### config.mk
export PLATFORM = sky130hd
export DESIGN_NAME = transFifo
export DESIGN_NICKNAME = d
export VERILOG_FILES = /design/src/hw/coreMemPkg.sv /design/src/hw/fabricPkg.sv /design/src/hw/transFifo.sv
export VERILOG_INCLUDE_DIRS = /design/src /design/src/hw
export SDC_FILE = /design/constraint.sdc
export NUM_CORES = 1
export LEC_CHECK = 0
export BUFFER_PORTS_ARGS = -buffer_cell sky130_fd_sc_hd__buf_4
export CELL_PAD_IN_SITES_DETAIL_PLACEMENT = 2
export CELL_PAD_IN_SITES_GLOBAL_PLACEMENT = 2
export CORE_MARGIN = 3
export CORE_UTILIZATION = 35
export CTS_CLUSTER_DIAMETER = 60
export DETAILED_ROUTE_END_ITERATION = 16
export GPL_ROUTABILITY_DRIVEN = 0
export PLACE_DENSITY = 0.83
export SLEW_MARGIN = 30
export SYNTH_ARGS = -nofsm -noshare
export SYNTH_HDL_FRONTEND = slang
export SYNTH_SLANG_ARGS = --single-unit
export TNS_END_PERCENT = 5
### constraint.sdc
create_clock -name Clock -period 4.5 [get_ports Clock]
set_input_delay 0.9 -clock Clock [delete_from_list [all_inputs] [get_ports Clock]]
set_output_delay 0.9 -clock Clock [all_outputs]
set_load 0.005 [all_outputs]
### src/hw/tileMem_params.svh
/*
 * Tile data-memory wrapper
 * Widths, memory and queue depths, tile-id field position
 */
`ifndef TILE_MEM_PARAMS_SVH
`define TILE_MEM_PARAMS_SVH

// Word and address widths
`define DATA_WIDTH      32
`define ADDR_WIDTH      32
`define BYTE_EN_WIDTH   4   // One enable per byte lane

// Tile id lives in the top address byte
`define TILE_ID_WIDTH   8
`define TILE_ID_LSB     24

`define MEM_INDEX_WIDTH 10  // 1024 words of data memory
`define FIFO_DEPTH      2   // Entries per outgoing queue
`define FAB_READY_WIDTH 4   // Ready lines from the fabric

`endif

### src/hw/coreMemPkg.sv
/*
 * Core-side memory types
 * Data word, address, byte enables and word indexing
 */
`default_nettype none

`include "tileMem_params.svh"

package coreMemPkg;

   // Core bus
   typedef logic [`DATA_WIDTH-1:0]    tData;
   typedef logic [`ADDR_WIDTH-1:0]    tAddr;
   typedef logic [`BYTE_EN_WIDTH-1:0] tByteEn;   // Lane mask, bit 0 is the low byte

   // Word index into the data memory
   typedef logic [`MEM_INDEX_WIDTH-1:0] tMemIndex;

   // Byte lane inside a word, low address bits
   typedef logic [$clog2(`BYTE_EN_WIDTH)-1:0] tByteOffset;

endpackage

`default_nettype wire

### src/hw/fabricPkg.sv
/*
 * Fabric transaction types
 * Opcode, tile id, ready lines and the transaction packet
 */
`default_nettype none

`include "tileMem_params.svh"

package fabricPkg;

   // ==================================================
   // Identifiers and flow control
   // ==================================================
   typedef logic [`TILE_ID_WIDTH-1:0]   tTileId;
   typedef logic [`FAB_READY_WIDTH-1:0] tFabReady;   // One per downstream queue

   typedef enum logic [1:0] {
      RD     = 2'b00,   // Read request
      WR     = 2'b01,   // Full-word write
      RD_RSP = 2'b10    // Read response back to requestor
   } tOpcode;

   // ==================================================
   // Transaction packet, 74 bits
   // ==================================================
   typedef struct packed {
      coreMemPkg::tAddr address;   // Target tile id in top byte
      coreMemPkg::tData data;
      tOpcode           opcode;
      tTileId           requestorId; // Where a response goes
   } tTileTrans;

endpackage

`default_nettype wire

### src/hw/transFifo.sv
/*
 * Transaction queue
 * Small circular buffer with occupancy count and full/almost-full/empty
 */
`timescale 1ns/1ns
`default_nettype none

`include "tileMem_params.svh"

module transFifo (
   input var logic                 Clock,
   input var logic                 reset,
   input var logic                 push,
   input var fabricPkg::tTileTrans pushData,
   input var logic                 pop,
   output fabricPkg::tTileTrans    popData,
   output logic                    full,
   output logic                    almostFull,
   output logic                    empty
);

   typedef logic [$clog2(`FIFO_DEPTH)-1:0] tPtr;
   typedef logic [$clog2(`FIFO_DEPTH+1)-1:0] tCount;

   fabricPkg::tTileTrans entries [`FIFO_DEPTH];
   tPtr                  wrPtr, rdPtr;
   tCount                count;
   logic                 doPush, doPop;

   assign doPush = push && !full;    // Overflow dropped
   assign doPop  = pop && !empty;

   always_ff @(posedge Clock) begin
      if (doPush) begin
         entries[wrPtr] <= pushData;
      end
   end

   always_ff @(posedge Clock) begin
      if (reset) begin
         wrPtr <= '0;
         rdPtr <= '0;
         count <= '0;
      end else begin
         if (doPush) begin
            wrPtr <= (wrPtr == tPtr'(`FIFO_DEPTH-1)) ? '0 : wrPtr + 1'b1;
         end
         if (doPop) begin
            rdPtr <= (rdPtr == tPtr'(`FIFO_DEPTH-1)) ? '0 : rdPtr + 1'b1;
         end
         if (doPush && !doPop) begin
            count <= count + 1'b1;
         end else if (doPop && !doPush) begin
            count <= count - 1'b1;
         end
      end
   end

   assign popData    = entries[rdPtr];   // Head, valid when not empty
   assign full       = (count == tCount'(`FIFO_DEPTH));
   assign almostFull = (count >= tCount'(`FIFO_DEPTH-1));   // One slot of margin
   assign empty      = (count == '0);

endmodule

`default_nettype wire

==> flow_summary.toml, run 1 <==
[status]
status = "finished, final reports clean"

[global_route]
grt_usage = 0.1469
antenna_found_initial = 0
grt_pass1_wl_um = 19670
grt_pass1_vias = 3361
grt_max_degree = 46
grt_remaining_overflow = 0

[synth]
ys_types = 19
ys_top_cells_by_area = "edfxtp_1, mux2_4, mux2_2, dfxtp_1, buf_6"
netlist_instances = 257
yosys_warnings = 0
synth_area_per_cell_um2 = 22.76
synth_top_area_cell = "edfxtp_1"
ys_seq_elements = 153
ys_seq_area_frac = 0.7769
syn-cell-area_um2 = 5849
synth_top_area_frac = 0.7598
syn-num-nets = 339

[power_and_ir_drop]
power_frac_comb = 0.246
powerDensity_nw_per_um2 = 567.2
clockPowerShare = 0.317
p_seq_frac = 0.437
swShare = 0.2451
p_int_mw = 3.364
power_leakage_nw = 3.035
power_switching_mw = 1.092
vdd_ir_drop_max_mv = 0.3232

[setup_path]
end_kind = "output pin"
reg2reg_depth = 5
start_kind = "flop"
r2r_end = "entries[0][63]"
cp_max_fo = 41
r2r_slack_ns = 2.13
critPathKind = "flop to output pin"
rr_startpoint = "count[0]"
cp.required_ns = 3.60
worstPathArrival_ns = 2.22

[drt]
drt_first_pass_iters = 4
drtIter0Drc = 114
ant_nets = 0
drc = 0
vias_per_cell = 4.438
avgRoutedWirePerCell_um = 19.89
vias = 2911
routed_wl_um = 13050

[min_path]
min-delay-start = "rdPtr"
min_path_type = "flop to flop"
min_path_cells = 2

[placed_design]
dpl.hpwl_um = 9056
portBuffers = 154
place_inst = 624

[floorplanning]
die_y_um = 135.3
io_pins = 155
die_w_um = 135.3
core_um2 = 16120
die-area_um2 = 18300
placementRows = 46
start_util = 0.3630

[timing]
max_slew_margin = 0.4972
setup_viol = 0
worst_clock_skew_ns = 0.006917
rsz0062_at_grt = "no"
period_share = 0.6929
slew_viol_final = 0
worst_pin_slew_ns = 0.7526
fmax_mhz = 320.7
min_period_ns = 3.118
final-hold-violation-count = 0
fin_setup_tns_ns = 0

[clock_network]
cts_max_path_buffers = 2
root_buffer = "clkbuf_16"
clk_latency_ns = 0.41
cts_tree = "built"
clkTransAtPathRegs_ns = 0.06
numCtsBuffers = 17
post_cts_buffers = 0
post_cts_resized = 0
htree_levels = 4
cts.hold.buffers_added = 0
clock_sinks = 153

[final_layout]
syn_to_final_growth_pct = 34.29
stdcell_count = 656
drive_above_1_share = 0.6045
nets = 509
final_util = 0.4874
layout_commonest_cell = "buf_4"
final_cell_mix = "buf_4, edfxtp_1, mux2_4"
num_antenna_cells = 0

[run]
maxCapViolCount = 0
[state kept, by name, indices dropped and copies added, names as in the netlist, named ones only]
register	count
entries	148
count	2
wrPtr	1
rdPtr	1
[area by class of cell]
cell class / instances / area [um2]
Tap cell: 216 / 270.3
Inverter: 3 / 11.26
Clock inverter: 12 / 150.1
Multi-Input combinational cell: 93 / 1220
Fill cell: 1494 / 8260
Clock buffer: 20 / 436.7
Timing Repair Buffer: 159 / 1219
Sequential cell: 153 / 4548
[cell usage after synthesis (all sizes together)]
cell type and instances:
inv 3, nand2 1, dfxtp 5, and2b 1, ha 4, xnor2 2
nand2b 1, mux2 74, edfxtp 148, or2 1, nor2 3, a21oi 2
and2 1, nor2b 1, mux2i 1, buf 8, xor2 1
[critical path: stages, from the launching register on]
cell and delay (ns):
dfxtp_4 0.84, buf_4 0.46, mux2_4 0.34, buf_4 0.14
[layer usage]
metal  routed length [um]  global-route usage  vias up
li1                     -                   -     1347
met1                 4962              0.1582     1454
met2                 7203              0.2660       97
met3                  700             0.05089       13
met4                  179             0.05431        0
met5                    0                   0        -
[power groups by stage]
| stage | Clock (mW) | Combinational [mW] | Sequential, mW |
|---|---|---|---|
| after floorplan | 0 | 0.642 | 1.91 |
| after global placement | 0 | 1.07 | 1.96 |
| after detailed placement | 0 | 1.12 | 1.99 |
| after CTS | 1.45 | 1.13 | 1.96 |
| after global routing | 1.51 | 1.18 | 1.97 |
| final | 1.41 | 1.10 | 1.95 |
[how the worst max path moves through the flow]
stage	slack (ns)	end	cells past startpoint
2_1_floorplan	1.03	entries[0][0]	2
3_3_place_gp	1.83	popData[56]	3
3_5_place_dp	1.78	popData[27]	3
4_1_cts	1.31	popData[27]	3
5_1_grt	1.27	popData[31]	3
6_report	1.38	popData[31]	3
[through the flow]
stage          hold slack [ns]  total power, mW  worst slack (ns)  area, um2
2_1_floorplan           0.4435            2.551             1.030       5852
3_3_place_gp            0.4426            3.029             1.834       7248
3_5_place_dp            0.4856            3.104             1.779       7268
4_1_cts                 0.5065            4.541             1.314       7855
5_1_grt                 0.5270            4.670             1.271       7855
6_report                0.4920            4.456             1.382       7855
[logic make-up (layout without fill, tap and decap cells)]
| family | count (synthesis) | in the layout | share of synthesized area |
|---|---|---|---|
| and+or+nand+nor | 9 | 9 | 0.009413 |
| muxes | 75 | 75 | 0.1827 |
| DFF | 153 | 153 | 0.7769 |
| buffers and inverters | 11 | 194 | 0.01626 |
| AOI/OAI and AO/OA | 2 | 2 | 0.001711 |
| xor gates and xnor gates | 3 | 3 | 0.004493 |
| adders and majority gates | 4 | 4 | 0.008556 |
No activity file was read; power rests on OpenSTA's default activity.
==> run 2, diff against run 1 <==
CORE_UTILIZATION = 38   (was 35)
PLACE_DENSITY = 0.85   (was 0.83)
clock period = 3.2 ns   (was 4.5 ns; I/O delays follow)
==> run 2 against run 1 <==
Highest routed layer unchanged. Wire length is 0.11% higher. Clock-buffer cell count is 2 lower. First-iteration DRC count is 51% higher. Worst setup slack lost 0.82 ns. Global-route usage grew 1.5 points. Power up 38%. Critical endpoint is now popData[32]. Sequential power rose by 40%. Utilization increased by 3.9 points. Sequential share of layout area grew 0.46 points.
==> flow_summary.toml, run 2 (synthesis gave the netlist of run 1 again) <==
[setup_path]
critPathMaxStageDelay_ns = 0.72
cp.required_ns = 2.56
crit_slowest_cell = "dfxtp_4"
end_kind = "output pin"
crit_top_cell = "buf_4"
cp_max_fo = 34
critical_path.cell_chain = "buf_4 -> mux2_4 -> buf_4"
start_kind = "flop"
worstPathArrival_ns = 2.00
critPathKind = "flop to output pin"
r2r_slack_ns = 0.95

[global_route]
antenna_found_initial = 0
grt_max_degree = 42
grt_pass1_vias = 3410
grt_usage = 0.1616
grt_pass1_wl_um = 19670
grt_remaining_overflow = 0

[clock_network]
post_cts_buffers = 0
cts_max_path_buffers = 2
clock_sinks = 153
post_cts_resized = 0
clkTransAtPathRegs_ns = 0.06
clk_latency_ns = 0.41
cts_tree = "built"
numCtsBuffers = 17
htree_levels = 4
cts.hold.buffers_added = 0
root_buffer = "clkbuf_16"

[drt]
avgRoutedWirePerCell_um = 20.90
ant_nets = 0
vias_per_cell = 4.704
routed_wl_um = 13060
drtIter0Drc = 172
drt_first_pass_iters = 4
vias = 2940
drc = 0

[floorplanning]
start_util = 0.3950
placementRows = 44
die-area_um2 = 16920
io_pins = 155
die_w_um = 130.1
core_um2 = 14810
die_y_um = 130.1

[min_path]
min_path_type = "input pin to flop"

[final_layout]
layout_commonest_cell = "buf_4"
drive_above_1_share = 0.6122
final_cell_mix = "buf_4, edfxtp_1, mux2_4"
nets = 510
stdcell_count = 625
syn_to_final_growth_pct = 33.24
num_antenna_cells = 0
reg.largest.list = "entries: 148 flops, count: 2 flops"
final_util = 0.5263
largest_register_ff_count = 148
largest_register = "entries"

[power_and_ir_drop]
powerDensity_nw_per_um2 = 788.1
vdd_ir_drop_max_mv = 0.4087
power_leakage_nw = 3.025

[placed_design]
portBuffers = 154
dpl.hpwl_um = 9412
pre_cts_slack_ns = 0.9016
place_inst = 593

[timing]
final-hold-violation-count = 0
worst_clock_skew_ns = 0.007092
rsz0062_at_grt = "no"
fin_setup_tns_ns = 0
period_share = 0.8234
setup_viol = 0
min_period_ns = 2.635
worst_pin_slew_ns = 0.5827
fin_ws_ns = 0.5650
fmax_mhz = 379.5
whs_ns = 0.4039
max_slew_margin = 0.6116
slew_viol_final = 0

[status]
status = "finished, final reports clean"

[run]
maxCapViolCount = 0
-- run 2: worst paths after layout --
| path | start | to | cells past startpoint |
|---|---|---|---|
| min | pushData[53] | entries[0][53] | 1 |
| max | flop | popData[32] | 3 |
| max reg2reg | count[0] | entries[0][32] | 5 |
| min reg2reg | rdPtr | flop | 2 |
-- run 2: final cells by class --
class | count | area [um2]
multi-input combinational | 93 | 1220
timing repair buffer | 160 | 1239
fill | 1284 | 7015
inverter | 3 | 11.26
tap | 184 | 230.2
clock inverter | 14 | 116.4
sequential | 153 | 4548
clock buffer | 18 | 429.2
-- run 2: worst max-delay path: cells and delay by family, from the launching register on --
kind     cells  cell delay [ns]
flops        1             0.72
mux          1             0.33
buf+inv      2             0.51
-- run 2: report_power, final --
group          switching (mW)  internal, mW
Clock                   0.834          1.01
Combinational           0.624         0.946
Sequential              0.156          2.57
-- run 2: per-stage QoR --
step | power (mW) | area (um2)
floorplan | 3.585 | 5857
global placement | 4.281 | 7248
detailed placement | 4.389 | 7248
CTS | 6.250 | 7794
global route | 6.443 | 7794
finish | 6.142 | 7794
-- run 2: layer usage --
| metal | share of wire | vias up | track usage |
|---|---|---|---|
| li1 | - | 1349 | - |
| met1 | 0.37 | 1474 | 0.1776 |
| met2 | 0.55 | 105 | 0.2888 |
| met3 | 0.065 | 12 | 0.05813 |
| met4 | 0.010 | 0 | 0.05562 |
| met5 | 0 | - | 0 |
==> run 3, diff against run 2 <==
CORE_UTILIZATION = 35   (was 38)
PLACE_DENSITY = 0.83   (was 0.85)
clock period = 2.37 ns   (was 3.2 ns; I/O delays follow)
==> run 3 against run 2 <==
Flip-flop and latch count unchanged. Final cell count increased by 5.0%. Via count decreased by 0.71%. Non-clock buffer count unchanged. Clock power increased by 49%. Global-route usage decreased by 1.4 points. Worst setup slack got worse by 0.26 ns. Critical path type unchanged. Highest routed layer unchanged.
==> flow_summary.toml, run 3 (synthesis gave the netlist of run 1 again) <==
[status]
status = "finished, final reports clean"

[setup_path]
worstPathArrival_ns = 1.59
start_kind = "flop"
reg2reg_depth = 5
critPathKind = "flop to output pin"
end_kind = "output pin"
cp.required_ns = 1.90
cp_max_fo = 37

[timing]
final-hold-violation-count = 0
min_period_ns = 2.064
fmax_mhz = 484.4
rsz0062_at_grt = "no"
fin_setup_tns_ns = 0
max_slew_margin = 0.7707
period_share = 0.8710
setup_viol = 0
worst_clock_skew_ns = 0.006622
slew_viol_final = 0
worst_pin_slew_ns = 0.3439

[clock_network]
clk_latency_ns = 0.42
post_cts_buffers = 0
clkTransAtPathRegs_ns = 0.06
cts_tree = "built"
htree_levels = 4
cts.hold.buffers_added = 0
post_cts_resized = 0
clock_sinks = 153
cts_max_path_buffers = 2
root_buffer = "clkbuf_16"
numCtsBuffers = 17

[drt]
ant_nets = 0
drt_first_pass_iters = 4
drc = 0
avgRoutedWirePerCell_um = 19.93
drtIter0Drc = 115
vias = 2919
vias_per_cell = 4.450
routed_wl_um = 13080

[min_path]
min_path_type = "input pin to flop"
min_path_cells = 1

[placed_design]
portBuffers = 154
dpl.hpwl_um = 9185
place_inst = 625

[final_layout]
nets = 510
syn_to_final_growth_pct = 35.36
stdcell_count = 656
num_antenna_cells = 0
drive_above_1_share = 0.6045
largest_register = "entries"
layout_commonest_cell = "buf_4"
largest_register_ff_count = 148
reg.largest.list = "entries: 148 flops, count: 2 flops"
fillers = 1467
final_cell_mix = "buf_4, edfxtp_1, mux2_4"

[floorplanning]
die_w_um = 135.3
die_y_um = 135.3
placementRows = 46
io_pins = 155
core_um2 = 16120
start_util = 0.3630
die-area_um2 = 18300

[global_route]
grt_pass1_wl_um = 19930
grt_usage = 0.1478
antenna_found_initial = 0
grt_max_degree = 57
grt_pass1_vias = 3468
grt_remaining_overflow = 0

[power_and_ir_drop]
vdd_ir_drop_max_mv = 0.5564
powerDensity_nw_per_um2 = 1082
power_leakage_nw = 3.068

[run]
maxCapViolCount = 0
-- run 3: cell count changes in the layout (fill, tap and decap cells not counted), sizes merged --
cell      previous run  this run
inv                  9         3
clkinvlp             5         0
bufinv               0         4
clkinv               3         7
clkbuf              18        20
-- run 3: layout make-up --
cell class	count	area, um2	area share
Sequential cell	153	4549	0.5746
Timing Repair Buffer	160	1264	0.1596
Multi-Input combinational cell	93	1232	0.1557
Clock buffer	20	436.7	0.05515
Tap cell	216	270.3	0.03413
Clock inverter	11	153.9	0.01944
Inverter	3	11.26	0.001422
-- run 3: path summary, 6_finish.rpt --
kind / startpoint / endpoint / slack, ns
setup / recovery: flop / popData[59] / 0.31
hold / removal: pushData[55] / entries[0][55] / 0.24
setup reg to reg: count[0] / entries[1][69] / 0.56
hold reg to reg: rdPtr / flop / 0.49
-- run 3: metal layers --
metal,GRT usage,up-vias,part of all wire,routed length (um)
li1,-,1349,-,-
met1,0.1646,1460,0.39,5146
met2,0.2616,98,0.54,7109
met3,0.04681,12,0.053,692
met4,0.06047,0,0.0097,127
met5,0,-,0,0
-- run 3: where the power goes --
group	switching (mW)	internal (mW)	total, mW
Sequential	0.131	3.47	3.60
Clock	1.01	1.74	2.75
Combinational	0.917	1.30	2.21
Total	2.05	6.51	8.56
-- run 3: stage by stage --
| stage | total power [mW] | util | cell area [um2] | setup slack (ns) | hold slack [ns] |
|---|---|---|---|---|---|
| 6_report | 8.564 | 0.4913 | 7918 | 0.3057 | 0.2402 |
| 5_1_grt | 8.959 | 0.4913 | 7918 | 0.2415 | 0.2133 |
| 4_1_cts | 8.717 | 0.4913 | 7918 | 0.2538 | 0.2150 |
| 3_5_place_dp | 5.945 | 0.4547 | 7327 | 0.5339 | 0.4839 |
| 3_3_place_gp | 5.821 | 0.4547 | 7327 | 0.5995 | 0.4451 |
| 2_1_floorplan | 4.844 | - | 5872 | 0.01824 | 0.4435 |
-- run 3: critical path: stages, from the launching register on --
cell and delay (ns):
dfxtp_4 0.37, buf_12 0.26, mux2_2 0.37, buf_4 0.13
